[src/common/bridge_pkg.sv]
// AHB-Lite to AXI4 bridge shared definitions
// Bus widths, AHB transfer encodings and controller states
// used across the slave front end and the command buffer

package bridge_pkg;

  //////////////////////////////
  // Bus widths
  //////////////////////////////

  // Data path is fixed at one doubleword
  localparam int DATA_W = 64;
  // One strobe per data byte
  localparam int STRB_W = DATA_W / 8;
  // AXI response code
  localparam int RESP_W = 2;

  //////////////////////////////
  // AHB encodings
  //////////////////////////////

  // htrans values, bit 1 marks an active transfer
  typedef enum logic [1:0] {
    TR_IDLE   = 2'b00,
    TR_BUSY   = 2'b01,
    TR_NONSEQ = 2'b10,
    TR_SEQ    = 2'b11
  } htrans_t;

  // hsize values, shared with axi aw/ar size
  typedef enum logic [2:0] {
    SZ_BYTE  = 3'b000,
    SZ_HALF  = 3'b001,
    SZ_WORD  = 3'b010,
    SZ_DWORD = 3'b011
  } hsize_t;

  //////////////////////////////
  // Controller states
  //////////////////////////////

  typedef enum logic [1:0] {
    // No transfer in its data phase
    ST_IDLE = 2'b00,
    // Write accepted, waiting to load the buffer
    ST_WR   = 2'b01,
    // Read accepted, waiting to load the buffer
    ST_RD   = 2'b10,
    // Read issued, waiting on r_valid
    ST_PEND = 2'b11
  } bridge_state_t;

endpackage
[src/rtl/ahb_to_axi_bridge.sv]
// AHB-Lite slave to AXI4 master bridge, top level
// Connects address capture, access check and controller
// on the AHB side to the single-entry AXI command buffer

module ahb_to_axi_bridge #(
  parameter int                    ADDR_WIDTH  = 32,
  parameter logic [ADDR_WIDTH-1:0] DCCM_BASE   = 32'h2000_0000,
  parameter logic [ADDR_WIDTH-1:0] ICCM_BASE   = 32'h1000_0000,
  parameter int                    WINDOW_BITS = 16
) (
  input  logic                          bus_clk,
  input  logic                          rst_l,

  // AHB-Lite slave
  input  logic                          hsel,
  input  logic [ADDR_WIDTH-1:0]         haddr,
  input  logic                          hwrite,
  input  bridge_pkg::hsize_t            hsize,
  input  bridge_pkg::htrans_t           htrans,
  input  logic [bridge_pkg::DATA_W-1:0] hwdata,
  output logic [bridge_pkg::DATA_W-1:0] hrdata,
  output logic                          hreadyout,
  output logic                          hresp,

  // AXI4 write address and data
  output logic                          axi_aw_valid,
  input  logic                          axi_aw_ready,
  output logic [ADDR_WIDTH-1:0]         axi_aw_addr,
  output bridge_pkg::hsize_t            axi_aw_size,
  output logic [bridge_pkg::DATA_W-1:0] axi_w_data,
  output logic [bridge_pkg::STRB_W-1:0] axi_w_strb,

  // AXI4 read address
  output logic                          axi_ar_valid,
  input  logic                          axi_ar_ready,
  output logic [ADDR_WIDTH-1:0]         axi_ar_addr,
  output bridge_pkg::hsize_t            axi_ar_size,

  // AXI4 read data, always accepted
  input  logic                          axi_r_valid,
  input  logic [bridge_pkg::DATA_W-1:0] axi_r_data,
  input  logic [bridge_pkg::RESP_W-1:0] axi_r_resp
);
  import bridge_pkg::*;

  // Captured address phase
  logic [ADDR_WIDTH-1:0] addr_q;
  hsize_t                size_q;
  logic                  write_q;
  htrans_t               trans_q;
  logic                  hready_q;
  logic                  hresp_q;
  logic [STRB_W-1:0]     wstrb;

  // Controller and buffer handshake
  logic                  access_err;
  logic                  cmd_load;
  logic                  cmd_full;
  logic                  cmd_write;

  ahb_addr_phase #(
    .ADDR_WIDTH (ADDR_WIDTH)
  ) i_ahb_addr_phase (
    .bus_clk   (bus_clk),
    .rst_l     (rst_l),
    .hsel      (hsel),
    .haddr     (haddr),
    .hwrite    (hwrite),
    .hsize     (hsize),
    .htrans    (htrans),
    .hreadyout (hreadyout),
    .hresp     (hresp),
    .addr_q    (addr_q),
    .size_q    (size_q),
    .write_q   (write_q),
    .trans_q   (trans_q),
    .hready_q  (hready_q),
    .hresp_q   (hresp_q),
    .wstrb     (wstrb)
  );

  ahb_access_check #(
    .ADDR_WIDTH  (ADDR_WIDTH),
    .DCCM_BASE   (DCCM_BASE),
    .ICCM_BASE   (ICCM_BASE),
    .WINDOW_BITS (WINDOW_BITS)
  ) i_ahb_access_check (
    .addr_q     (addr_q),
    .size_q     (size_q),
    .write_q    (write_q),
    .access_err (access_err)
  );

  ahb_bridge_ctrl i_ahb_bridge_ctrl (
    .bus_clk     (bus_clk),
    .rst_l       (rst_l),
    .hsel        (hsel),
    .htrans      (htrans),
    .hwrite      (hwrite),
    .trans_q     (trans_q),
    .hready_q    (hready_q),
    .hresp_q     (hresp_q),
    .access_err  (access_err),
    .cmd_full    (cmd_full),
    .cmd_write   (cmd_write),
    .axi_r_valid (axi_r_valid),
    .axi_r_data  (axi_r_data),
    .axi_r_resp  (axi_r_resp),
    .cmd_load    (cmd_load),
    .hreadyout   (hreadyout),
    .hresp       (hresp),
    .hrdata      (hrdata)
  );

  axi_cmd_buffer #(
    .ADDR_WIDTH (ADDR_WIDTH)
  ) i_axi_cmd_buffer (
    .bus_clk      (bus_clk),
    .rst_l        (rst_l),
    .cmd_load     (cmd_load),
    .hresp        (hresp),
    .addr_q       (addr_q),
    .size_q       (size_q),
    .write_q      (write_q),
    .wstrb        (wstrb),
    .hwdata       (hwdata),
    .axi_aw_ready (axi_aw_ready),
    .axi_ar_ready (axi_ar_ready),
    .cmd_full     (cmd_full),
    .cmd_write    (cmd_write),
    .axi_aw_valid (axi_aw_valid),
    .axi_aw_addr  (axi_aw_addr),
    .axi_aw_size  (axi_aw_size),
    .axi_w_data   (axi_w_data),
    .axi_w_strb   (axi_w_strb),
    .axi_ar_valid (axi_ar_valid),
    .axi_ar_addr  (axi_ar_addr),
    .axi_ar_size  (axi_ar_size)
  );

endmodule

[src/rtl/axi_cmd_buffer.sv]
// AXI command buffer
// One-entry holding register for a checked AHB transfer, presented as
// a single-beat write on aw/w or a single-beat read on ar

module axi_cmd_buffer #(
  parameter int ADDR_WIDTH = 32
) (
  input  logic                          bus_clk,
  input  logic                          rst_l,
  input  logic                          cmd_load,
  input  logic                          hresp,
  input  logic [ADDR_WIDTH-1:0]         addr_q,
  input  bridge_pkg::hsize_t            size_q,
  input  logic                          write_q,
  input  logic [bridge_pkg::STRB_W-1:0] wstrb,
  input  logic [bridge_pkg::DATA_W-1:0] hwdata,
  input  logic                          axi_aw_ready,
  input  logic                          axi_ar_ready,
  output logic                          cmd_full,
  output logic                          cmd_write,
  output logic                          axi_aw_valid,
  output logic [ADDR_WIDTH-1:0]         axi_aw_addr,
  output bridge_pkg::hsize_t            axi_aw_size,
  output logic [bridge_pkg::DATA_W-1:0] axi_w_data,
  output logic [bridge_pkg::STRB_W-1:0] axi_w_strb,
  output logic                          axi_ar_valid,
  output logic [ADDR_WIDTH-1:0]         axi_ar_addr,
  output bridge_pkg::hsize_t            axi_ar_size
);
  import bridge_pkg::*;

  logic                  cmd_vld;
  logic                  cmd_done;
  logic                  cmd_clr;
  hsize_t                cmd_size;
  logic [STRB_W-1:0]     cmd_strb;
  logic [ADDR_WIDTH-1:0] cmd_addr;
  logic [DATA_W-1:0]     cmd_data;

  // Either address channel handshake retires the entry
  assign cmd_done = (axi_aw_valid & axi_aw_ready) | (axi_ar_valid & axi_ar_ready);

  // Keep the entry when a new load lands on the handshake edge
  // a read that is still waiting is dropped on an AHB error
  assign cmd_clr  = (cmd_done & ~cmd_load) | (hresp & ~cmd_write);

  // Free as soon as the handshake is seen
  assign cmd_full = cmd_vld & ~cmd_done;

  always_ff @(posedge bus_clk or negedge rst_l) begin
    if (!rst_l) begin
      cmd_vld   <= 1'b0;
      cmd_write <= 1'b0;
    end else begin
      cmd_vld <= ~cmd_clr & (cmd_load | cmd_vld);
      if (cmd_load) begin
        cmd_write <= write_q;
      end
    end
  end

  // Command payload
  // hwdata is valid in the data phase, same cycle as cmd_load
  always_ff @(posedge bus_clk) begin
    if (cmd_load) begin
      cmd_size <= size_q;
      cmd_strb <= wstrb;
      cmd_addr <= addr_q;
      cmd_data <= hwdata;
    end
  end

  //////////////////////////////
  // AXI channels
  //////////////////////////////

  // Write data travels with the address under one valid
  assign axi_aw_valid = cmd_vld & cmd_write;
  assign axi_aw_addr  = cmd_addr;
  assign axi_aw_size  = cmd_size;
  assign axi_w_data   = cmd_data;
  assign axi_w_strb   = cmd_strb;

  assign axi_ar_valid = cmd_vld & ~cmd_write;
  assign axi_ar_addr  = cmd_addr;
  assign axi_ar_size  = cmd_size;

endmodule

[src/rtl/ahb_slave/ahb_bridge_ctrl.sv]
// Bridge controller
// Four-state FSM that sequences AHB data phases against the command
// buffer, drives hreadyout and hresp, and holds returned read data

module ahb_bridge_ctrl (
  input  logic                          bus_clk,
  input  logic                          rst_l,
  input  logic                          hsel,
  input  bridge_pkg::htrans_t           htrans,
  input  logic                          hwrite,
  input  bridge_pkg::htrans_t           trans_q,
  input  logic                          hready_q,
  input  logic                          hresp_q,
  input  logic                          access_err,
  input  logic                          cmd_full,
  input  logic                          cmd_write,
  input  logic                          axi_r_valid,
  input  logic [bridge_pkg::DATA_W-1:0] axi_r_data,
  input  logic [bridge_pkg::RESP_W-1:0] axi_r_resp,
  output logic                          cmd_load,
  output logic                          hreadyout,
  output logic                          hresp,
  output logic [bridge_pkg::DATA_W-1:0] hrdata
);
  import bridge_pkg::*;

  bridge_state_t       state;
  bridge_state_t       state_nxt;
  logic                state_en;
  logic                rdata_en;
  logic                read_err_in;
  logic                read_err;
  logic [DATA_W-1:0]   rdata_q;
  logic                active;

  //////////////////////////////
  // State machine
  //////////////////////////////

  always_comb begin
    state_nxt   = ST_IDLE;
    state_en    = 1'b0;
    rdata_en    = 1'b0;
    read_err_in = 1'b0;
    cmd_load    = 1'b0;
    case (state)
      ST_IDLE: begin
        // Leave only on an accepted transfer
        state_nxt = hwrite ? ST_WR : ST_RD;
        state_en  = hreadyout & hsel & (htrans == TR_NONSEQ || htrans == TR_SEQ);
      end
      ST_WR: begin
        // Follow the next address phase, or drop back on error or idle
        state_nxt = (hresp | (htrans == TR_IDLE) | ~hsel) ? ST_IDLE :
                    (hwrite ? ST_WR : ST_RD);
        state_en  = ~cmd_full | hresp;
        // Hold off the load on error or while the master is busy
        cmd_load  = ~cmd_full & ~(hresp | ((htrans == TR_BUSY) & hsel));
      end
      ST_RD: begin
        state_nxt = hresp ? ST_IDLE : ST_PEND;
        state_en  = ~cmd_full | hresp;
        cmd_load  = ~cmd_full & ~hresp;
      end
      ST_PEND: begin
        // Data is presented the cycle after it lands
        state_nxt   = ST_IDLE;
        state_en    = axi_r_valid & ~cmd_write;
        rdata_en    = state_en;
        read_err_in = state_en & (|axi_r_resp);
      end
      default: begin
        state_nxt = ST_IDLE;
        state_en  = 1'b1;
      end
    endcase
  end

  always_ff @(posedge bus_clk or negedge rst_l) begin
    if (!rst_l) begin
      state <= ST_IDLE;
    end else if (state_en) begin
      state <= state_nxt;
    end
  end

  //////////////////////////////
  // AHB response
  //////////////////////////////

  // Transfer still in its data phase
  assign active = (trans_q != TR_IDLE) & (state != ST_IDLE);

  // Error sources, second cycle comes from the registered copy
  assign hresp = (active & access_err) | read_err | (hresp_q & ~hready_q);

  // First error cycle low, second high
  // otherwise wait on a full buffer or an outstanding read
  assign hreadyout = hresp ? (hresp_q & ~hready_q) :
                     ((~cmd_full | (state == ST_IDLE)) &
                      ~(state == ST_RD || state == ST_PEND) & ~read_err);

  //////////////////////////////
  // Read return
  //////////////////////////////

  always_ff @(posedge bus_clk) begin
    if (rdata_en) begin
      rdata_q <= axi_r_data;
    end
  end

  // Pulses for a single cycle to start the error response
  always_ff @(posedge bus_clk or negedge rst_l) begin
    if (!rst_l) begin
      read_err <= 1'b0;
    end else begin
      read_err <= read_err_in;
    end
  end

  assign hrdata = rdata_q;

endmodule

[src/rtl/ahb_slave/ahb_access_check.sv]
// AHB access check
// Decodes the DCCM and ICCM windows for the captured address
// and flags illegal window, size or alignment combinations

module ahb_access_check #(
  parameter int                    ADDR_WIDTH  = 32,
  parameter logic [ADDR_WIDTH-1:0] DCCM_BASE   = 32'h2000_0000,
  parameter logic [ADDR_WIDTH-1:0] ICCM_BASE   = 32'h1000_0000,
  parameter int                    WINDOW_BITS = 16
) (
  input  logic [ADDR_WIDTH-1:0] addr_q,
  input  bridge_pkg::hsize_t    size_q,
  input  logic                  write_q,
  output logic                  access_err
);
  import bridge_pkg::*;

  logic in_dccm;
  logic in_iccm;
  logic narrow;
  logic window_err;
  logic size_err;
  logic align_err;

  //////////////////////////////
  // Window decode
  //////////////////////////////

  // Only the bits above the window size take part
  assign in_dccm = addr_q[ADDR_WIDTH-1:WINDOW_BITS] == DCCM_BASE[ADDR_WIDTH-1:WINDOW_BITS];
  assign in_iccm = addr_q[ADDR_WIDTH-1:WINDOW_BITS] == ICCM_BASE[ADDR_WIDTH-1:WINDOW_BITS];

  //////////////////////////////
  // Error terms
  //////////////////////////////

  // Anything below a word
  assign narrow = !(size_q == SZ_WORD || size_q == SZ_DWORD);

  // Outside both memories
  assign window_err = !(in_dccm | in_iccm);

  // ICCM takes words only, DCCM writes likewise
  // narrow DCCM reads are fine
  assign size_err = (in_iccm | (in_dccm & write_q)) & narrow;

  // Natural alignment for half, word and doubleword
  assign align_err = ((size_q == SZ_HALF)  & addr_q[0])
                   | ((size_q == SZ_WORD)  & (|addr_q[1:0]))
                   | ((size_q == SZ_DWORD) & (|addr_q[2:0]));

  assign access_err = window_err | size_err | align_err;

endmodule

[src/rtl/ahb_slave/ahb_addr_phase.sv]
// AHB address phase capture
// Registers address, size and direction of each accepted transfer,
// keeps one-cycle copies of htrans, hready and hresp,
// and forms the write byte strobes for the data phase

module ahb_addr_phase #(
  parameter int ADDR_WIDTH = 32
) (
  input  logic                         bus_clk,
  input  logic                         rst_l,
  input  logic                         hsel,
  input  logic [ADDR_WIDTH-1:0]        haddr,
  input  logic                         hwrite,
  input  bridge_pkg::hsize_t           hsize,
  input  bridge_pkg::htrans_t          htrans,
  input  logic                         hreadyout,
  input  logic                         hresp,
  output logic [ADDR_WIDTH-1:0]        addr_q,
  output bridge_pkg::hsize_t           size_q,
  output logic                         write_q,
  output bridge_pkg::htrans_t          trans_q,
  output logic                         hready_q,
  output logic                         hresp_q,
  output logic [bridge_pkg::STRB_W-1:0] wstrb
);
  import bridge_pkg::*;

  logic accept;

  // Bridge is the only slave so its own hreadyout is the bus ready
  assign accept = hsel & (htrans == TR_NONSEQ || htrans == TR_SEQ) & hreadyout;

  // Address phase payload, held for the whole data phase
  always_ff @(posedge bus_clk) begin
    if (accept) begin
      addr_q  <= haddr;
      size_q  <= hsize;
      write_q <= hwrite;
    end
  end

  // Per-cycle copies
  // hready_q and hresp_q detect the second error cycle
  always_ff @(posedge bus_clk or negedge rst_l) begin
    if (!rst_l) begin
      trans_q  <= TR_IDLE;
      hready_q <= 1'b0;
      hresp_q  <= 1'b0;
    end else begin
      // Unselected cycles look idle to the controller
      trans_q  <= hsel ? htrans : TR_IDLE;
      hready_q <= hreadyout;
      hresp_q  <= hresp;
    end
  end

  // Byte lanes from size and low address bits
  always_comb begin
    case (size_q)
      SZ_BYTE:  wstrb = STRB_W'(1)     << addr_q[2:0];
      SZ_HALF:  wstrb = STRB_W'(2'h3)  << addr_q[2:0];
      SZ_WORD:  wstrb = STRB_W'(4'hf)  << addr_q[2:0];
      SZ_DWORD: wstrb = '1;
      default:  wstrb = '0;
    endcase
  end

endmodule

[config.mk]
export PLATFORM = sky130hd
export DESIGN_NAME = ahb_to_axi_bridge
export DESIGN_NICKNAME = d
export VERILOG_FILES = /design/src/common/bridge_pkg.sv /design/src/rtl/ahb_to_axi_bridge.sv /design/src/rtl/axi_cmd_buffer.sv /design/src/rtl/ahb_slave/ahb_bridge_ctrl.sv /design/src/rtl/ahb_slave/ahb_access_check.sv /design/src/rtl/ahb_slave/ahb_addr_phase.sv
export SDC_FILE = /design/constraint.sdc
export NUM_CORES = 1
export LEC_CHECK = 0
export BUFFER_PORTS_ARGS = -buffer_cell sky130_fd_sc_hd__buf_2
export CORE_AREA = 2 2 147 149
export CTS_CLUSTER_SIZE = 8
export DETAILED_ROUTE_END_ITERATION = 16
export DIE_AREA = 0 0 149 151
export PLACE_DENSITY = 0.75
export SYNTH_ARGS = -nofsm -noshare
export SYNTH_HDL_FRONTEND = slang
export SYNTH_HIERARCHICAL = 1
export SYNTH_SLANG_ARGS = --single-unit
[constraint.sdc]
create_clock -name bus_clk -period 13.6 [get_ports bus_clk]
set_clock_uncertainty 0.15 [all_clocks]
set_input_delay 0.68 -clock bus_clk [delete_from_list [all_inputs] [get_ports bus_clk]]
set_output_delay 0.68 -clock bus_clk [all_outputs]
set_load 0.1 [all_outputs]
==> flow_metrics.py, run 1 <==
metrics = {
    "sta": {
        "tightest_slew_ps": 884,
        "fin_crit_sh_pct": 28.9,
        "slew_violations": 0,
        "finalHoldViolCount": 0,
        "fin_setup_tns_ps": 0,
        "slew_headroom_pct": 41.1,
        "setup_violations": 0,
        "whs_ps": 181,
        "max_freq_mhz": 255,
        "fin_crit_ps": 3920,
        "rsz0062_at_grt": "false",
    },
    "clock_tree": {
        "cts_tree": "done",
        "path_clk_slew_ps": 50,
        "clock_latency_ps": 520,
        "clock_sinks": 216,
        "clk_path_buf_depth": 3,
        "htreeDepth": 1,
        "root_buffer": "clkbuf_16",
        "numCtsBuffers": 30,
    },
    "final_layout": {
        "multiInputGateArea_um2": 592,
        "num-fill-cells": 1796,
        "synthToLayoutAreaGrowth_pct": 39.5,
        "layout-drive-gt1-share_pct": 57.3,
        "utilization_pct": 49.2,
        "ff_latch_area_um2": 6440,
        "nNetsFinal": 903,
    },
    "floorplanning": {
        "rows": 53,
        "die_area_um2": 22500,
        "io-pin-count": 384,
        "fp.dieH_um": 151,
        "coreArea_um2": 20800,
        "start_util_pct": 35.2,
        "die_w_um": 149,
    },
    "worst_setup_path": {
        "worstSetupPathType": "reg -> out",
        "ff2ff_path_depth": 8,
        "worstPathMaxFanout": 8,
        "required_ps": 12770,
        "end_kind": "output pin",
        "startpoint_type": "flop",
        "arrival_ps": 3090,
    },
    "logic_synthesis": {
        "synth-seq-area-share_pct": 87.8,
        "synth_mux_area_share_pct": 0.307,
        "synth_nets": 522,
        "ys_seq_elements": 216,
        "synth_xor_area_share_pct": 0.119,
        "synthFlopType": "edfxtp_1",
        "synthSimpleGateAreaFrac_pct": 3.12,
        "yosys.area.top_type_share_pct": 84.7,
        "synth_edf_count": 207,
        "synthAdderAreaFrac_pct": 0.682,
        "postSynthCellCount": 344,
        "async_flop_share_pct": 4.17,
        "synth_compound_area_share_pct": 3.60,
        "syn_area_um2": 7340,
        "yosysWarnings": 6,
        "synth_top_family_by_area": "buffers and inverters",
        "synth_area_leader_cell": "edfxtp_1",
        "yosys.cell_types.count": 47,
        "synth.area.top_cells": "edfxtp_1 (85%), buf_4 (3.6%), dfrtp_1 (3.1%), ha_1 (0.68%), a21oi_1 (0.55%)",
        "synth_area_per_cell_um2": 21.3,
    },
    "route": {
        "vias": 4410,
        "drc": 0,
        "routed_wl_mm": 18.6,
        "wl_per_cell_um": 18.1,
        "drt-initial-drc-count": 249,
        "drtPass1Iterations": 5,
        "routed_via_density": 4.30,
        "ant_nets": 0,
    },
    "worst_hold_path": {
        "hold_path_class": "in -> reg",
        "hold_depth": 1,
    },
    "global_route": {
        "grt_pass1_vias": 4282,
        "gr-total-overflow": 0,
        "grt_max_degree": 66,
        "grt_util_met1_pct": 19.2,
        "grt_use_met3_pct": 3.64,
        "grt_pass1_wl_mm": 25.3,
        "gr-usage-met2_pct": 25.7,
        "grt_busiest_layer": "met2",
        "grt_usage_pct": 15.1,
        "antenna_found_initial": 2,
    },
    "placement": {
        "portBuffers": 383,
        "gp_congestion": 0.816,
        "place_hpwl_mm": 14.1,
    },
    "job": {
        "drv_cap": 0,
    },
    "run_status": {
        "status": "finished, final reports clean",
    },
}
cells by family (layout without fill, tap and decap cells):
logic type | Yosys count | count (layout)
xor gates and xnor gates | 1 | 1
muxes | 2 | 2
DFF | 216 | 216
and+or+nand+nor | 37 | 37
other | 0 | 2
AOI/OAI and AO/OA | 35 | 35
adders and majority gates | 4 | 4
buffers and inverters | 49 | 454
cell usage after synthesis, types with 2 or more instances:
| master | number |
|---|---|
| nand2b_1 | 4 |
| and2_1 | 3 |
| o41ai_1 | 2 |
| o21ai_1 | 6 |
| a21oi_1 | 8 |
| ha_1 | 4 |
| o21a_1 | 2 |
| nor3_1 | 3 |
| mux2_2 | 2 |
| and3_1 | 2 |
| edfxtp_1 | 207 |
| a31oi_1 | 2 |
| inv_1 | 10 |
| and3b_1 | 2 |
| nor2b_1 | 4 |
| o21ai_0 | 2 |
| dfrtp_1 | 9 |
| buf_4 | 35 |
| nor2_1 | 6 |
| nor4_1 | 2 |
| nand2_1 | 3 |
cell usage in the layout (no fill, tap or decap), types with 6 or more instances in the layout:
cell type / Yosys / layout
a21oi_1: 8 / 8
buf_2: 1 / 383
clkbuf_1: 0 / 25
clkbuf_16: 0 / 31
dfrtp_1: 9 / 9
edfxtp_1: 207 / 207
inv_1: 10 / 10
nor2_1: 6 / 6
o21ai_1: 6 / 6
per-layer routing:
metal	wire, um	vias to the layer above
met5	0	-
met4	281	0
met3	1390	24
met2	9630	214
met1	7300	2108
li1	-	2064
per-stage QoR:
stage / std cells / setup WS (ps) / cell area [um2]
after CTS: 1024 / 9650 / 10200
final: 1026 / 9680 / 10200
after detailed placement: 967 / 9970 / 9360
after global placement: 967 / 10000 / 9360
after global routing: 1026 / 9560 / 10200
after floorplan: 344 / 5290 / 7350
final cells by class:
class	count	area share, %
flip-flops and latches	216	62.9
repair buffers	387	19.0
clock buffers	56	8.49
multi-input cells	79	5.78
well taps	275	3.36
inverters	11	0.403
diodes	2	0.0489
repair_timing:
item / CTS / global route
endpoints found under the hold margin: 9 / 0
hold buffers: 1 / 0
resized for setup: 0 / 0
buffers inserted: 0 / 0
flip-flops by register name, indices dropped and copies added, names as in the netlist:
name                          flops
i_axi_cmd_buffer/axi_ar_size      3
i_axi_cmd_buffer/axi_w_data      64
i_ahb_addr_phase/write_q          1
i_ahb_bridge_ctrl/read_err        1
i_ahb_addr_phase/size_q           3
i_axi_cmd_buffer/axi_w_strb       8
i_ahb_addr_phase/trans_q          2
i_axi_cmd_buffer/axi_ar_addr     32
i_axi_cmd_buffer/cmd_vld          1
i_ahb_addr_phase/hresp_q          1
i_axi_cmd_buffer/cmd_write        1
i_ahb_bridge_ctrl/state           2
i_ahb_addr_phase/addr_q          32
i_ahb_bridge_ctrl/hrdata         64
i_ahb_addr_phase/hready_q         1
path summary, 6_finish.rpt:
kind                                                            start                                        end  slack [ps]
worst max register to register  i_ahb_addr_phase/addr_q[31]$_DFFE_PP_  i_axi_cmd_buffer/axi_w_data[63]$_DFFE_PP_       10030
worst max-delay path            i_ahb_addr_phase/addr_q[31]$_DFFE_PP_                                  hreadyout        9680
min in group asynchronous                                       rst_l      i_ahb_addr_phase/trans_q[1]$_DFF_PN0_         390
worst min register to register   i_ahb_addr_phase/addr_q[5]$_DFFE_PP_  i_axi_cmd_buffer/axi_ar_addr[5]$_DFFE_PP_         260
max in group asynchronous                                       rst_l      i_ahb_addr_phase/trans_q[0]$_DFF_PN0_       12710
worst min-delay path                                       hwdata[45]  i_axi_cmd_buffer/axi_w_data[45]$_DFFE_PP_         180
worst max-delay path: stages, from the launching register on:
cell       delay (ps)
edfxtp_1          390
nor4_1            390
o2111a_1          250
o2111ai_1         120
inv_1             130
o311ai_4          180
o41ai_1           590
buf_2             530
Power of run 1 is not shown: default switching activity piles up to over one toggle a cycle in this logic, so the estimate is an artifact.
==> inputs of run 2 (changes only) <==
==> constraint.sdc (replaced) <==
create_clock -name bus_clk -period 3.5 [get_ports bus_clk]
set_clock_uncertainty 0.15 [all_clocks]
set_input_delay 0.175 -clock bus_clk [delete_from_list [all_inputs] [get_ports bus_clk]]
set_output_delay 0.175 -clock bus_clk [all_outputs]
set_load 0.1 [all_outputs]
==> flow_metrics.py, run 2 (synthesis gave the netlist of run 1 again) <==
metrics = {
    "run_status": {
        "status": "finished, final reports clean",
    },
    "worst_setup_path": {
        "worstPathMaxFanout": 8,
        "end_kind": "output pin",
        "ff2ff_path_depth": 11,
        "startpoint_type": "flop",
        "path_cells": "nor4_1 > o2111a_1 > o2111ai_1 > inv_1 > o311ai_4 > o41ai_2 > buf_2",
        "worstSetupPathType": "reg -> out",
        "slowest_stage": "buf_2",
        "ff2ff_setup_slack_ps": 320,
        "timing.rr.end": "i_axi_cmd_buffer/cmd_vld$_DFF_PN0_",
        "required_ps": 3170,
        "arrival_ps": 2950,
        "r2r_start": "i_ahb_addr_phase/addr_q[31]$_DFFE_PP_",
        "crit_buf_inv": 2,
        "crit_family": "compound AO/OA/AOI/OAI gates",
        "cpPeakStageDelay_ps": 510,
    },
    "global_route": {
        "grt_pass1_wl_mm": 30.0,
        "gr-total-overflow": 0,
        "antenna_found_initial": 0,
        "grt_max_degree": 112,
        "grt_pass1_vias": 5354,
        "grt_usage_pct": 18.0,
    },
    "sta": {
        "setup_violations": 0,
        "tightest_slew_ps": 844,
        "slew_headroom_pct": 43.8,
        "max_freq_mhz": 306,
        "slew_violations": 0,
        "fin_crit_sh_pct": 93.5,
        "finalHoldViolCount": 0,
        "fin_crit_ps": 3270,
        "whs_ps": 82.4,
        "rsz0062_at_grt": "false",
    },
    "clock_tree": {
        "cts_tree": "done",
        "htreeDepth": 1,
        "path_clk_slew_ps": 50,
        "clock_sinks": 216,
        "numCtsBuffers": 30,
        "root_buffer": "clkbuf_16",
        "clk_path_buf_depth": 3,
        "clock_latency_ps": 530,
    },
    "route": {
        "wl_per_cell_um": 18.6,
        "drt-initial-drc-count": 277,
        "drtPass1Iterations": 4,
        "routed_via_density": 4.39,
        "ant_nets": 0,
        "routed_wl_mm": 22.1,
        "drc": 0,
        "vias": 5198,
    },
    "final_layout": {
        "mostFrequentLayoutCell": "buf_2",
        "synthToLayoutAreaGrowth_pct": 63.3,
        "num-fill-cells": 1611,
        "nNetsFinal": 1080,
        "finalInstanceArea_um2": 12000,
        "layout-drive-gt1-share_pct": 47.7,
        "final_cell_mix": "buf_2 (383), edfxtp_1 (207), dlygate4sd3_1 (174)",
    },
    "placement": {
        "gp_congestion": 0.772,
        "dpl-instance-area_um2": 9390,
        "portBuffers": 383,
        "place_hpwl_mm": 14.4,
    },
    "worst_hold_path": {
        "hold_depth": 4,
        "hold_path.startpoint": "hsel",
        "hold_path_end": "i_ahb_bridge_ctrl/state[0]$_DFFE_PN0P_",
        "hold_path_class": "in -> reg",
    },
    "floorplanning": {
        "start_util_pct": 35.2,
        "die_area_um2": 22500,
        "io-pin-count": 384,
        "coreArea_um2": 20800,
        "die_w_um": 149,
        "rows": 53,
        "fp.dieH_um": 151,
    },
    "job": {
        "drv_cap": 0,
    },
}
## run 2: how the worst max path moves through the flow
stage	startpoint	endpoint	slack [ps]	cells past startpoint
2_1_floorplan	i_ahb_addr_phase/addr_q[17]$_DFFE_PP_	i_axi_cmd_buffer/axi_ar_addr[0]$_DFFE_PP_	-2210	6
3_3_place_gp	i_ahb_addr_phase/addr_q[31]$_DFFE_PP_	i_axi_cmd_buffer/axi_w_data[13]$_DFFE_PP_	640	7
3_5_place_dp	i_ahb_addr_phase/addr_q[31]$_DFFE_PP_	i_ahb_addr_phase/addr_q[7]$_DFFE_PP_	590	8
4_1_cts	i_ahb_addr_phase/addr_q[31]$_DFFE_PP_	i_axi_cmd_buffer/cmd_vld$_DFF_PN0_	40	11
5_1_grt	i_ahb_addr_phase/addr_q[31]$_DFFE_PP_	hreadyout	40	7
6_report	i_ahb_addr_phase/addr_q[31]$_DFFE_PP_	hreadyout	230	7
## run 2: metal layers
metal / vias up / global-route usage (%) / wire (um)
met3: 47 / 4.16 / 1580
met2: 258 / 33.0 / 11800
met5: - / 0 / 0
met1: 2491 / 20.5 / 7980
met4: 0 / 6.57 / 677
li1: 2402 / - / -
## run 2: timing repair
item | in CTS | in global routing
endpoints found under the hold margin | 179 | 0
setup buffers | 0 | 2
gates resized for setup | 0 | 1
hold buffers | 174 | 0
setup endpoints to repair | 0 | 1
## run 2: area by class of cell
type | count | area, um2 | share of cell area (%)
sequential | 216 | 6440 | 53.7
timing repair buffer | 564 | 3750 | 31.3
clock buffer | 38 | 781 | 6.51
multi-input combinational | 79 | 599 | 5.00
tap | 275 | 344 | 2.87
inverter | 11 | 41.3 | 0.344
clock inverter | 1 | 30.0 | 0.250
antenna | 1 | 2.50 | 0.0209
## run 2: per-stage QoR
stage / setup slack [ps] / TNS, ps / cells / utilization, %
2_1_floorplan: -2210 / -298210 / 344 / -
3_3_place_gp: 640 / 0 / 967 / 45.1
3_5_place_dp: 587 / 0 / 967 / 45.1
4_1_cts: 37.7 / 0 / 1180 / 57.4
5_1_grt: 38.3 / 0 / 1184 / 57.6
6_report: 227 / 0 / 1185 / 57.6
## run 2: worst reg2reg max path, stage by stage, from the launching register on
cell	delay (ps)
edfxtp_1	380
nor4_1	400
o2111a_1	250
o2111ai_1	120
inv_1	130
o311ai_4	190
nor4b_4	390
clkbuf_16	280
inv_2	50
a21oi_2	120
o22a_1	130
dlygate4sd3_1	540
Power of run 2 is left out for the same reason.
